==> config.mk <==
export PLATFORM = sky130hd
export DESIGN_NAME = mem_resp_noc_top
export DESIGN_NICKNAME = d
export VERILOG_FILES = /design/src/source/mem_resp_noc_pkg.sv /design/src/source/mem_resp_noc_top.sv /design/src/source/mem_resp_packet_encode.sv /design/src/source/packet_fifo.sv /design/src/source/packet_flit_serializer.sv
export VERILOG_INCLUDE_DIRS = /design/src /design/src/source
export SDC_FILE = /design/constraint.sdc
export NUM_CORES = 1
export LEC_CHECK = 0
export ABC_AREA = 1
export BUFFER_PORTS_ARGS = -buffer_cell sky130_fd_sc_hd__buf_2
export CAP_MARGIN = 15
export CORE_MARGIN = 2
export CORE_UTILIZATION = 45
export DETAILED_ROUTE_END_ITERATION = 10
export GPL_TIMING_DRIVEN = 0
export SYNTH_ARGS = -nofsm -noshare
export SYNTH_HDL_FRONTEND = slang
export SYNTH_SLANG_ARGS = --single-unit
==> constraint.sdc <==
create_clock -name clk_i -period 12.2 [get_ports clk_i]
set_input_delay 2.44 -clock clk_i [delete_from_list [all_inputs] [get_ports clk_i]]
set_output_delay 2.44 -clock clk_i [all_outputs]
set_load 0.03 [all_outputs]
==> src/source/mem_resp_noc_params.svh <==
`ifndef MEM_RESP_NOC_PARAMS_SVH
`define MEM_RESP_NOC_PARAMS_SVH

////////////////////////////////////////////////////////////////////////////
// network widths
////////////////////////////////////////////////////////////////////////////

// mesh coordinate bits
`define MEM_NOC_CORD_WIDTH 4

// concentrator id bits
`define MEM_NOC_CID_WIDTH 2

// packet length in flits minus one
`define MEM_NOC_LEN_WIDTH 4

`define MEM_NOC_FLIT_WIDTH 32 // one flit on the link

////////////////////////////////////////////////////////////////////////////
// memory side
////////////////////////////////////////////////////////////////////////////

`define MEM_ADDR_WIDTH 20

// one 128 bit cache block
`define MEM_BLOCK_WIDTH 128

////////////////////////////////////////////////////////////////////////////
// buffering
////////////////////////////////////////////////////////////////////////////

// default number of whole packets in the fifo
`define PACKET_FIFO_DEPTH 4

`endif

==> src/source/mem_resp_noc_pkg.sv <==
`include "mem_resp_noc_params.svh"

package mem_resp_noc_pkg;

  ////////////////////////////////////////////////////////////////////////////
  // message encodings
  ////////////////////////////////////////////////////////////////////////////

  typedef enum logic [2:0] {
    e_mem_rd    = 3'd0,
    e_mem_wr    = 3'd1,
    e_mem_uc_rd = 3'd2,
    e_mem_uc_wr = 3'd3,
    e_mem_wb    = 3'd4 // 5..7 not used
  } mem_msg_type_e;

  // transfer size in bytes
  typedef enum logic [2:0] {
    e_mem_size_1  = 3'd0,
    e_mem_size_2  = 3'd1,
    e_mem_size_4  = 3'd2,
    e_mem_size_8  = 3'd3,
    e_mem_size_16 = 3'd4
  } mem_size_e;

  ////////////////////////////////////////////////////////////////////////////
  // network fields
  ////////////////////////////////////////////////////////////////////////////

  localparam int mem_noc_reserved_width = 2; // always zero

  typedef logic [`MEM_NOC_CORD_WIDTH-1:0] cord_t;
  typedef logic [`MEM_NOC_CID_WIDTH-1:0]  cid_t;
  typedef logic [`MEM_NOC_LEN_WIDTH-1:0]  len_t;
  typedef logic [`MEM_NOC_FLIT_WIDTH-1:0] flit_t;

  // 154 bit response as it leaves the coherence engine
  typedef struct packed {
    logic [`MEM_BLOCK_WIDTH-1:0] data; // short transfers in the low bytes
    logic [`MEM_ADDR_WIDTH-1:0]  addr;
    mem_size_e                   size;
    mem_msg_type_e               msg_type;
  } mem_resp_s;

  typedef struct packed {
    mem_resp_s                         msg;
    cid_t                              src_cid;
    cord_t                             src_cord;
    logic [mem_noc_reserved_width-1:0] reserved;
  } mem_resp_payload_s;

  // 172 bit wormhole packet with the routing fields at the bottom
  typedef struct packed {
    mem_resp_payload_s payload;
    len_t              len;
    cid_t              cid;
    cord_t             cord;
  } mem_resp_packet_s;

endpackage

==> src/source/mem_resp_noc_top.sv <==
`timescale 1ns/1ps
`include "mem_resp_noc_params.svh"

module mem_resp_noc_top (
  input  logic                        clk_i,
  input  logic                        arst_n_i,
  input  logic                        mem_resp_v_i,
  input  mem_resp_noc_pkg::mem_resp_s mem_resp_i,
  input  mem_resp_noc_pkg::cord_t     src_cord_i,
  input  mem_resp_noc_pkg::cid_t      src_cid_i,
  input  mem_resp_noc_pkg::cord_t     dst_cord_i,
  input  mem_resp_noc_pkg::cid_t      dst_cid_i,
  input  logic                        link_ready_i,
  output mem_resp_noc_pkg::flit_t     flit_o,
  output logic                        flit_v_o,
  output logic                        flit_last_o,
  output logic                        fifo_full_o,
  output logic                        overflow_o
);

  import mem_resp_noc_pkg::*;

  mem_resp_packet_s enc_packet;
  logic             enc_v;
  mem_resp_packet_s head_packet;
  logic             empty;
  logic             pop;

  // response to packet
  mem_resp_packet_encode u_encode (
    .clk_i        (clk_i),
    .arst_n_i     (arst_n_i),
    .mem_resp_v_i (mem_resp_v_i),
    .mem_resp_i   (mem_resp_i),
    .src_cord_i   (src_cord_i),
    .src_cid_i    (src_cid_i),
    .dst_cord_i   (dst_cord_i),
    .dst_cid_i    (dst_cid_i),
    .packet_v_o   (enc_v),
    .packet_o     (enc_packet)
  );

  packet_fifo #(
    .depth_p (`PACKET_FIFO_DEPTH)
  ) u_fifo (
    .clk_i       (clk_i),
    .arst_n_i    (arst_n_i),
    .wr_i        (enc_v),
    .wr_packet_i (enc_packet),
    .rd_i        (pop),
    .rd_packet_o (head_packet),
    .empty_o     (empty),
    .full_o      (fifo_full_o),
    .overflow_o  (overflow_o)
  );

  // packet to flits on the link
  packet_flit_serializer u_serializer (
    .clk_i         (clk_i),
    .arst_n_i      (arst_n_i),
    .empty_i       (empty),
    .head_packet_i (head_packet),
    .link_ready_i  (link_ready_i),
    .pop_o         (pop),
    .flit_o        (flit_o),
    .flit_v_o      (flit_v_o),
    .flit_last_o   (flit_last_o)
  );

endmodule

==> src/source/mem_resp_packet_encode.sv <==
`timescale 1ns/1ps
`include "mem_resp_noc_params.svh"

module mem_resp_packet_encode (
  input  logic                               clk_i,
  input  logic                               arst_n_i,
  input  logic                               mem_resp_v_i,
  input  mem_resp_noc_pkg::mem_resp_s        mem_resp_i,
  input  mem_resp_noc_pkg::cord_t            src_cord_i,
  input  mem_resp_noc_pkg::cid_t             src_cid_i,
  input  mem_resp_noc_pkg::cord_t            dst_cord_i,
  input  mem_resp_noc_pkg::cid_t             dst_cid_i,
  output logic                               packet_v_o,
  output mem_resp_noc_pkg::mem_resp_packet_s packet_o
);

  import mem_resp_noc_pkg::*;

  ////////////////////////////////////////////////////////////////////////////
  // flit counts per transfer size
  ////////////////////////////////////////////////////////////////////////////

  // everything but the data block
  localparam int header_width_lp = $bits(mem_resp_packet_s) - `MEM_BLOCK_WIDTH;
  localparam int flit_width_lp   = `MEM_NOC_FLIT_WIDTH;

  localparam int ack_len_lp =
    (header_width_lp + flit_width_lp - 1) / flit_width_lp - 1;
  localparam int len_1_lp =
    (header_width_lp + 8 * 1 + flit_width_lp - 1) / flit_width_lp - 1;
  localparam int len_2_lp =
    (header_width_lp + 8 * 2 + flit_width_lp - 1) / flit_width_lp - 1;
  localparam int len_4_lp =
    (header_width_lp + 8 * 4 + flit_width_lp - 1) / flit_width_lp - 1;
  localparam int len_8_lp =
    (header_width_lp + 8 * 8 + flit_width_lp - 1) / flit_width_lp - 1;
  localparam int len_16_lp =
    (header_width_lp + 8 * 16 + flit_width_lp - 1) / flit_width_lp - 1;

  localparam int max_len_lp = len_16_lp; // full block is the longest

  mem_resp_payload_s payload_li;
  len_t              data_len_li;
  mem_resp_packet_s  packet_n;

  always_comb begin
    payload_li.msg      = mem_resp_i;
    payload_li.src_cid  = src_cid_i;
    payload_li.src_cord = src_cord_i;
    payload_li.reserved = '0;

    case (mem_resp_i.size)
      e_mem_size_1:  data_len_li = len_t'(len_1_lp);
      e_mem_size_2:  data_len_li = len_t'(len_2_lp);
      e_mem_size_4:  data_len_li = len_t'(len_4_lp);
      e_mem_size_8:  data_len_li = len_t'(len_8_lp);
      e_mem_size_16: data_len_li = len_t'(len_16_lp);
      default:       data_len_li = '0; // bad size goes out as one flit
    endcase

    packet_n.payload = payload_li;
    packet_n.len     = '0;
    packet_n.cid     = dst_cid_i;
    packet_n.cord    = dst_cord_i;

    case (mem_resp_i.msg_type)
      e_mem_rd, e_mem_wr, e_mem_uc_rd: packet_n.len = data_len_li;
      e_mem_uc_wr, e_mem_wb:           packet_n.len = len_t'(ack_len_lp);
      default:                         packet_n     = '0;
    endcase
  end

  always_ff @(posedge clk_i or negedge arst_n_i) begin
    if (!arst_n_i) begin
      packet_v_o <= 1'b0;
    end else begin
      packet_v_o <= mem_resp_v_i;
    end
  end

  always_ff @(posedge clk_i) begin
    if (mem_resp_v_i) begin
      packet_o <= packet_n;
    end
  end

  // the serializer indexes at most six flits
  a_len_bound: assert property (@(posedge clk_i) disable iff (!arst_n_i)
    packet_v_o |-> packet_o.len <= len_t'(max_len_lp));

endmodule

==> src/source/packet_fifo.sv <==
`timescale 1ns/1ps
`include "mem_resp_noc_params.svh"

module packet_fifo #(
  parameter int depth_p = `PACKET_FIFO_DEPTH
) (
  input  logic                               clk_i,
  input  logic                               arst_n_i,
  input  logic                               wr_i,
  input  mem_resp_noc_pkg::mem_resp_packet_s wr_packet_i,
  input  logic                               rd_i,
  output mem_resp_noc_pkg::mem_resp_packet_s rd_packet_o,
  output logic                               empty_o,
  output logic                               full_o,
  output logic                               overflow_o
);

  import mem_resp_noc_pkg::*;

  localparam int ptr_width_lp = (depth_p > 1) ? $clog2(depth_p) : 1;
  localparam int cnt_width_lp = $clog2(depth_p + 1);

  mem_resp_packet_s        mem_r [depth_p];
  logic [ptr_width_lp-1:0] wr_ptr_r;
  logic [ptr_width_lp-1:0] rd_ptr_r;
  logic [cnt_width_lp-1:0] count_r;
  logic                    wr_en;
  logic                    rd_en;

  // wraps at depth_p so any depth works
  function automatic logic [ptr_width_lp-1:0] next_ptr(input logic [ptr_width_lp-1:0] ptr);
    if (ptr == ptr_width_lp'(depth_p - 1)) begin
      return '0;
    end
    return ptr + 1'b1;
  endfunction

  assign full_o      = (count_r == cnt_width_lp'(depth_p));
  assign empty_o     = (count_r == '0);
  assign wr_en       = wr_i && !full_o; // dropped when full
  assign rd_en       = rd_i && !empty_o;
  assign rd_packet_o = mem_r[rd_ptr_r]; // head visible right away

  always_ff @(posedge clk_i) begin
    if (wr_en) begin
      mem_r[wr_ptr_r] <= wr_packet_i;
    end
  end

  always_ff @(posedge clk_i or negedge arst_n_i) begin
    if (!arst_n_i) begin
      wr_ptr_r   <= '0;
      rd_ptr_r   <= '0;
      count_r    <= '0;
      overflow_o <= 1'b0;
    end else begin
      if (wr_en) begin
        wr_ptr_r <= next_ptr(wr_ptr_r);
      end
      if (rd_en) begin
        rd_ptr_r <= next_ptr(rd_ptr_r);
      end
      case ({wr_en, rd_en})
        2'b10:   count_r <= count_r + 1'b1;
        2'b01:   count_r <= count_r - 1'b1;
        default: count_r <= count_r;
      endcase
      if (wr_i && full_o) begin
        overflow_o <= 1'b1; // sticky until reset
      end
    end
  end

  // the serializer only pops a head that is there
  a_no_read_empty: assert property (@(posedge clk_i) disable iff (!arst_n_i)
    rd_i |-> !empty_o);

  a_count_bound: assert property (@(posedge clk_i) disable iff (!arst_n_i)
    count_r <= cnt_width_lp'(depth_p));

endmodule

==> src/source/packet_flit_serializer.sv <==
`timescale 1ns/1ps
`include "mem_resp_noc_params.svh"

module packet_flit_serializer (
  input  logic                               clk_i,
  input  logic                               arst_n_i,
  input  logic                               empty_i,
  input  mem_resp_noc_pkg::mem_resp_packet_s head_packet_i,
  input  logic                               link_ready_i,
  output logic                               pop_o,
  output mem_resp_noc_pkg::flit_t            flit_o,
  output logic                               flit_v_o,
  output logic                               flit_last_o
);

  import mem_resp_noc_pkg::*;

  localparam int flit_width_lp   = `MEM_NOC_FLIT_WIDTH;
  localparam int packet_width_lp = $bits(mem_resp_packet_s);
  localparam int num_flits_lp    = (packet_width_lp + flit_width_lp - 1) / flit_width_lp;

  logic                                  busy_r;
  len_t                                  idx_r;
  mem_resp_packet_s                      packet_r;
  logic [num_flits_lp*flit_width_lp-1:0] padded_li;

  ////////////////////////////////////////////////////////////////////////////
  // handshake with fifo and link
  ////////////////////////////////////////////////////////////////////////////

  assign pop_o       = !busy_r && !empty_i;
  assign flit_v_o    = busy_r && link_ready_i; // index holds while stalled
  assign flit_last_o = flit_v_o && (idx_r == packet_r.len);

  // zero above the last packet bit
  always_comb begin
    padded_li = '0;
    padded_li[packet_width_lp-1:0] = packet_r;
  end

  assign flit_o = padded_li[idx_r * flit_width_lp +: flit_width_lp];

  always_ff @(posedge clk_i) begin
    if (pop_o) begin
      packet_r <= head_packet_i;
    end
  end

  always_ff @(posedge clk_i or negedge arst_n_i) begin
    if (!arst_n_i) begin
      busy_r <= 1'b0;
      idx_r  <= '0;
    end else if (pop_o) begin
      busy_r <= 1'b1;
      idx_r  <= '0; // flit 0 goes first
    end else if (flit_v_o) begin
      if (flit_last_o) begin
        busy_r <= 1'b0;
        idx_r  <= '0;
      end else begin
        idx_r <= idx_r + 1'b1;
      end
    end
  end

  ////////////////////////////////////////////////////////////////////////////
  // checks
  ////////////////////////////////////////////////////////////////////////////

  a_idx_in_range: assert property (@(posedge clk_i) disable iff (!arst_n_i)
    busy_r |-> idx_r <= packet_r.len);

  // no new packet while one is still going out
  a_pop_idle: assert property (@(posedge clk_i) disable iff (!arst_n_i)
    busy_r && !flit_last_o |=> !pop_o);

endmodule

==> qor.yml, run 1 <==
start_kind: "input pin"
hpwl_um: 67800
slew_violations: 0
min_path_type: "reg2reg"
slew_headroom_pct: 40.7
syn2layout_area_growth_pct: 16.9
clock.fmax_mhz: 175
holdBufCountCts: 0
drt-initial-drc-count: 2698
cts_tree: "yes"
grt_overflow: 0
required_ns: 9.76
yosys.area.top_type_share_pct: 78.4
cts_buffer_depth: 3
dieHeight_um: 298
ant_nets: 0
wire_per_inst_um: 23.3
period_needed_ns: 5.70
power_mw: 11.7
pin_count: 206
hold_viol: 0
finalSetupViolCount: 0
outcome: "complete, no violations"
finalCritPeriodShare_pct: 46.7
clkSlewWorstSetupHoldPaths_ns: 0.06
maxCapViolCount: 0
rsz0062_at_grt: "no"
path_class: "in2out"
numClockSinks: 1028
p_leak_nw: 16.3
core-area_mm2: 0.0854
first_pass_iters: 6
fin_skew_ns: 0.0424
clock_latency_ns: 0.68
crit_fanout: 5
synthTopCellsByArea: "edfxtp_1 (78%), nor2_1 (5.3%), o21ai_0 (4.8%)"
yosysWarnings: 0
cts_resized: 0
synth_cells: 2794
postSynthAreaPerCell_um2: 13.9
die_area_mm2: 0.0887
cp-end-kind: "primary output"
synth_cell_types: 29
cts_buffers: 104
grt_max_degree: 93
powerDensity_mw_per_mm2: 258
netlist_area_mm2: 0.0388
rows: 107
htree_levels: 3
ir_drop_uv: 138
worst_slew_pin_slew_ns: 0.887
reg2reg_depth: 7
synth_fp_nets: 2972
hold_slack_ns: 0.468
gp_routability_congestion: 0.913
drc: 0
die_w_um: 298
track_usage_pct: 22.4
worstHoldPathCells: 1
ys_ff_latch: 1028
root_buffer: "clkbuf_16"
wl_um: 102000
start_util_pct: 45.5
layout-drive-gt1-share_pct: 15.8
cp.arrival_ns: 3.26
antenna_found_initial: 7
avgViaCountPerCell: 5.41
ys_seq_area_share_pct: 79.3
cts_setup_buffers: 0
vias: 23700
yosysTopAreaCell: "edfxtp_1"
layout.nets: 3311
grt_pass1_wl_um: 147000
portBuffers: 205
grt_pass1_vias: 22800
## path summary, 6_finish.rpt
kind                                               startpoint                           endpoint  slack [ns]
worst max register to register  u_fifo.count_r[0]$_DFFE_PN0P_      u_fifo.mem_r[0][61]$_DFFE_PP_        9.36
max in group asynchronous                            arst_n_i  u_serializer.idx_r[3]$_DFFE_PN0P_       10.24
min in group asynchronous                            arst_n_i      u_encode.packet_v_o$_DFF_PN0_        1.68
worst min register to register  u_fifo.overflow_o$_DFFE_PN0P_      u_fifo.overflow_o$_DFFE_PN0P_        0.47
worst max-delay path                             link_ready_i                        flit_last_o        6.50
worst min-delay path            u_fifo.overflow_o$_DFFE_PN0P_      u_fifo.overflow_o$_DFFE_PN0P_        0.47
## registers in the layout (all words and copies together) (netlist names)
| name | count |
|---|---|
| u_fifo.mem_r | 676 |
| u_encode.packet_o | 169 |
| u_serializer.packet_r | 169 |
| u_serializer.idx_r | 4 |
| u_fifo.count_r | 3 |
| u_fifo.rd_ptr_r | 2 |
| u_fifo.wr_ptr_r | 2 |
| u_encode.packet_v_o | 1 |
| u_fifo.overflow_o | 1 |
| u_serializer.busy_r | 1 |
## cell families (layout without fill, tap and decap cells)
| group | after synthesis | in the layout | share of synthesized area, % |
|---|---|---|---|
| flip-flops | 1028 | 1028 | 79.3 |
| AND/OR/NAND/NOR | 756 | 756 | 7.41 |
| AO/OA/AOI/OAI | 640 | 640 | 8.88 |
| buffers and inverters | 359 | 788 | 4.07 |
| adder cells (fa/ha/maj) | 8 | 8 | 0.277 |
| XOR/XNOR | 3 | 3 | 0.0677 |
| other | 0 | 2 | 0 |
## cells in the mapped netlist
| cell type | count |
|---|---|
| inv_1 | 191 |
| buf_6 | 11 |
| inv_4 | 1 |
| xnor2_1 | 1 |
| nor3_2 | 2 |
| buf_1 | 3 |
| nor2_4 | 1 |
| nor4_1 | 1 |
| a21oi_1 | 37 |
| fa_1 | 1 |
| a31o_2 | 1 |
| ha_1 | 7 |
| xor2_1 | 2 |
| o22ai_1 | 169 |
| nand2_1 | 196 |
| nor3_1 | 1 |
| nand3_1 | 7 |
| o21ai_0 | 369 |
| buf_2 | 78 |
| edfxtp_1 | 1014 |
| nor2_1 | 544 |
| nand4_1 | 3 |
| inv_2 | 4 |
| clkbuf_1 | 57 |
| o21ai_1 | 52 |
| nor2_2 | 1 |
| o21a_1 | 12 |
| dfrtp_1 | 14 |
| buf_4 | 14 |
## layout by cell type (no fill, tap or decap), types with 29 or more instances in the layout
cell type / synthesis / final
o22ai_1: 169 / 169
a21oi_1: 37 / 37
buf_2: 78 / 282
nand2_1: 196 / 196
edfxtp_1: 1014 / 1014
o21ai_0: 369 / 369
o21ai_1: 52 / 52
clkbuf_1: 57 / 65
clkinv_1: 0 / 29
clkbuf_16: 0 / 104
inv_1: 191 / 190
nor2_1: 544 / 540
## critical path: stages
cell and delay [ns]:
buf_2 0.13, nand3_1 0.09, nor2_1 0.10, nand2_1 0.15
inv_2 0.14, buf_2 0.21
## report_power, final
group	switching, mW	internal, mW	leakage, nW
clock	1.34	1.87	1.70
sequential	0.272	4.85	9.56
combinational	2.51	0.866	5.05
total	4.12	7.59	16.3
## cell type report
| type | instances | area (um^2) |
|---|---|---|
| fillers | 7043 | 40000 |
| flip-flops and latches | 1028 | 30800 |
| multi-input cells | 1407 | 6490 |
| clock buffers | 113 | 2650 |
| repair buffers | 233 | 1620 |
| well taps | 1144 | 1430 |
| plain buffers | 163 | 845 |
| clock inverters | 83 | 836 |
| inverters | 196 | 746 |
| diodes | 2 | 5.00 |
## through the flow
step / setup WS, ns / area, um^2 / setup TNS [ns] / cells / utilization, %
2_1_floorplan: 3.81 / 38800 / 0 / 2794 / -
3_3_place_gp: -2.52 / 41300 / -1616.85 / 4143 / 48.4
3_5_place_dp: 6.50 / 41900 / 0 / 4171 / 49.1
4_1_cts: 6.50 / 45400 / 0 / 4367 / 53.2
5_1_grt: 6.45 / 45400 / 0 / 4367 / 53.2
6_report: 6.50 / 45400 / 0 / 4369 / 53.2
## layer usage
layer / wire, um / track usage (%)
met2: 48100 / 35.7
met4: 3070 / 7.60
met1: 42500 / 31.7
met5: 13 / 0
met3: 7950 / 3.34
(Power assumes the default switching activity.)
==> inputs of run 2 (changes only) <==
Settings changed: ABC_AREA 1 to 0.
Clock period 12.2 ns to 5.2 ns, I/O delays scaled along.
==> qor.yml, run 2 <==
critical_path.most_common_cell: "buf_2"
vias: 16600  # -30%
postSynthAreaPerCell_um2: 23.7  # +71%
hpwl_um: 52000  # -23%
yosysWarnings: 0  # unchanged
synthArstFlopShare_pct: 1.36  # unchanged
clock_latency_ns: 0.65  # -0.03 ns
dieHeight_um: 294  # -1.4%
syn2layout_area_growth_pct: 16.3
fill_cells: 6364  # -9.6%
yosys_most_used_dff: "edfxtp_1"
wl_um: 81200  # -20%
layout-drive-gt1-share_pct: 31.1  # +15 points
hold_viol: 0  # unchanged
htree_levels: 3  # unchanged
cp.arrival_ns: 2.88  # -0.38 ns
final_common_cell: "edfxtp_1"
finalCritPeriodShare_pct: 75.5
p_leak_nw: 14.6  # -11%
die_area_mm2: 0.0862  # -2.8%
largest_reg_flops: 676  # unchanged
timing.critical_path.buf_inv: 3  # unchanged
ys_ff_latch: 1028  # unchanged
worst_slew_pin_slew_ns: 1.03  # +0.142 ns
dpl_cell_area_mm2: 0.0407  # -2.9%
cts_resized: 0  # unchanged
synth_cells: 1591  # -43%
start_util_pct: 45.3  # -0.21 points
setup_ws_ns: 1.28  # -5.22 ns
grt_overflow: 0  # unchanged
final_cell_mix: "edfxtp_1 (1,014), buf_2 (225), mux4_2 (190)"
fin_setup_tns_ns: 0  # unchanged
crit_path_top_delay_cell: "buf_1"
top_register: "u_fifo.mem_r"
pre_cts_slack_ns: 1.83  # -4.67 ns
cts_buffers: 100  # -3.8%
worstPathCellList: "nor2_1, buf_2, buf_1, nand2_1, o21ai_1, buf_2"
cp_top_family: "buffers and inverters"
grt_pass1_wl_um: 117000  # -20%
wire_per_inst_um: 26.3  # +13%
min_path_type: "in2async"
cts_tree: "yes"
slew_headroom_pct: 31.4  # -9.3 points
hold_slack_ns: 0.281  # -0.187 ns
grt_max_degree: 87  # -6.5%
first_pass_iters: 5  # -1
start_kind: "flop"
netSwitchingFraction_pct: 28.6  # -6.6 points
cp-end-kind: "primary output"
core-area_mm2: 0.0834  # -2.3%
synthTopCellsByCount: "edfxtp_1 (1,014), mux4_2 (190), and2_1 (167), clkbuf_1 (24), buf_2 (21)"
clock.fmax_mhz: 255
portBuffers: 205  # unchanged
cts_setup_buffers: 0  # unchanged
synth-edff-count: 1014  # unchanged
rows: 106  # -0.93%
grt_pass1_vias: 17400  # -24%
required_ns: 4.16  # -5.60 ns
pin_count: 206  # unchanged
rsz0062_at_grt: "no"
path_class: "reg2out"
synth_fp_nets: 1769  # -40%
synth_most_common_cell: "edfxtp_1"
fin_skew_ns: 0.0220  # -0.0204 ns
crit_fanout: 10  # +5
clkPwrFrac_pct: 28.2  # +0.8 points
ant_nets: 0  # unchanged
drc: 0  # unchanged
biggestRegsByFlops: "u_fifo.mem_r: 676 flops, u_encode.packet_o: 169 flops, u_serializer.packet_r: 169 flops"
root_buffer: "clkbuf_16"
finalSetupViolCount: 0  # unchanged
die_w_um: 294  # -1.4%
slew_violations: 0  # unchanged
gp_routability_congestion: 0.764  # -16%
cts_buffer_depth: 3  # unchanged
outcome: "complete, no violations"
maxCapViolCount: 0  # unchanged
final_area_mm2: 0.0439  # -3.3%
layout.nets: 2100  # -37%
cp_slowest_stage_delay_ns: 0.50  # +0.29 ns
holdBufCountCts: 0  # unchanged
drt-initial-drc-count: 1455  # -46%
numClockSinks: 1028  # unchanged
yosysTopAreaCell: "edfxtp_1"
synth_cell_types: 43  # +48%
seq_power_share_pct: 46.5  # +2.7 points
internal-power_mw: 17.7  # +130%
clkSlewWorstSetupHoldPaths_ns: 0.06  # about the same
period_needed_ns: 3.92
netlist_area_mm2: 0.0378  # -2.8%
ir_drop_uv: 269  # +95%
avgViaCountPerCell: 5.37  # -0.88%
seq_area_mm2: 0.0308  # unchanged
yosys.area.top_type_share_pct: 80.6  # +2.3 points
antenna_found_initial: 4  # -3
synthTopCellsByArea: "edfxtp_1 (81%), mux4_2 (11%), and2_1 (2.8%)"
powerDensity_mw_per_mm2: 565  # +120%
comb_power_share_pct: 25.3  # -3.5 points
power.switching_mw: 7.08  # +72%
track_usage_pct: 19.1  # -3.3 points
ys_seq_area_share_pct: 81.6  # +2.3 points
multi_input_comb_area_mm2: 0.00649  # about the same
==> run 2: changes by cell type after synthesis, moves of 15 or more <==
cell      delta
o21ai_0    -368
and2_1     +167
buf_2       -57
o22ai_1    -165
a21oi_1     -35
mux2i_1     +15
a22o_1      +20
o21ai_1     -43
nand2_1    -185
clkbuf_1    -33
inv_1      -184
nor2_1     -537
mux4_2     +190
==> run 2: power by group through the flow <==
stage / clock [mW] / combinational, mW / sequential [mW]
final: 7.00 / 6.27 / 11.5
after global routing: 7.45 / 6.66 / 11.6
after CTS: 7.15 / 6.44 / 11.5
after detailed placement: 0 / 6.42 / 11.7
after global placement: 0 / 6.08 / 11.9
after floorplan: 0 / 4.06 / 11.6
==> run 2: final timing paths <==
kind                            slack (ns)                               from  cells past startpoint                           endpoint
worst max-delay path                  1.28  u_serializer.idx_r[2]$_DFFE_PN0P_                      6                          flit_o[0]
worst min-delay path                  0.28                           arst_n_i                      1      u_fifo.overflow_o$_DFFE_PN0P_
worst max register to register        2.54      u_fifo.count_r[2]$_DFFE_PN0P_                      5      u_fifo.mem_r[2][43]$_DFFE_PP_
worst min register to register        0.45      u_fifo.overflow_o$_DFFE_PN0P_                      1      u_fifo.overflow_o$_DFFE_PN0P_
max in group asynchronous             4.67                           arst_n_i                      1  u_serializer.idx_r[1]$_DFFE_PN0P_
min in group clk_i                    0.45      u_fifo.overflow_o$_DFFE_PN0P_                      1      u_fifo.overflow_o$_DFFE_PN0P_
==> run 2: layer usage <==
layer  track usage [%]  routed length, um  vias up
met3              3.06               4350      107
met2              31.4              40400      483
met4              6.27               1970        0
met5                 0                  0        -
met1              26.1              34400     8740
li1                  -                  -     7242
==> run 2: stage by stage <==
stage	util, %	instances	power [mW]
final	52.7	3088	24.8
after global routing	52.7	3086	25.8
after CTS	52.7	3085	25.1
after detailed placement	48.8	2900	18.1
after global placement	48.1	2876	18.0
after floorplan	-	1591	15.7
==> run 2: kinds of logic (layout without fill, tap and decap cells) <==
family          count (synthesis)  after routing  share of synthesized area (%)
simple gates                  204            204                           3.33
xor+xnor                        7              7                          0.162
mux                           220            220                           12.5
fa+ha+maj                       8              8                          0.285
flops                        1028           1028                           81.6
compound gates                 45             45                          0.871
other cells                     0              3                              0
buf+inv                        79            493                           1.29
==> run 2: layout make-up <==
type / instances / area share [%]
flip-flops and latches: 1028 / 70.1
multi-input cells: 484 / 14.8
clock buffers: 120 / 6.11
repair buffers: 229 / 3.66
well taps: 1080 / 3.08
clock inverters: 65 / 1.15
plain buffers: 72 / 1.05
inverters: 7 / 0.0598
diodes: 3 / 0.0171
==> run 2: worst reg2reg max path: stages (launching register included) <==
cell	delay [ns]
dfrtp_1	0.41
nor3b_1	0.20
nor2b_1	0.45
and2_4	0.58
buf_12	0.29
buf_16	0.31
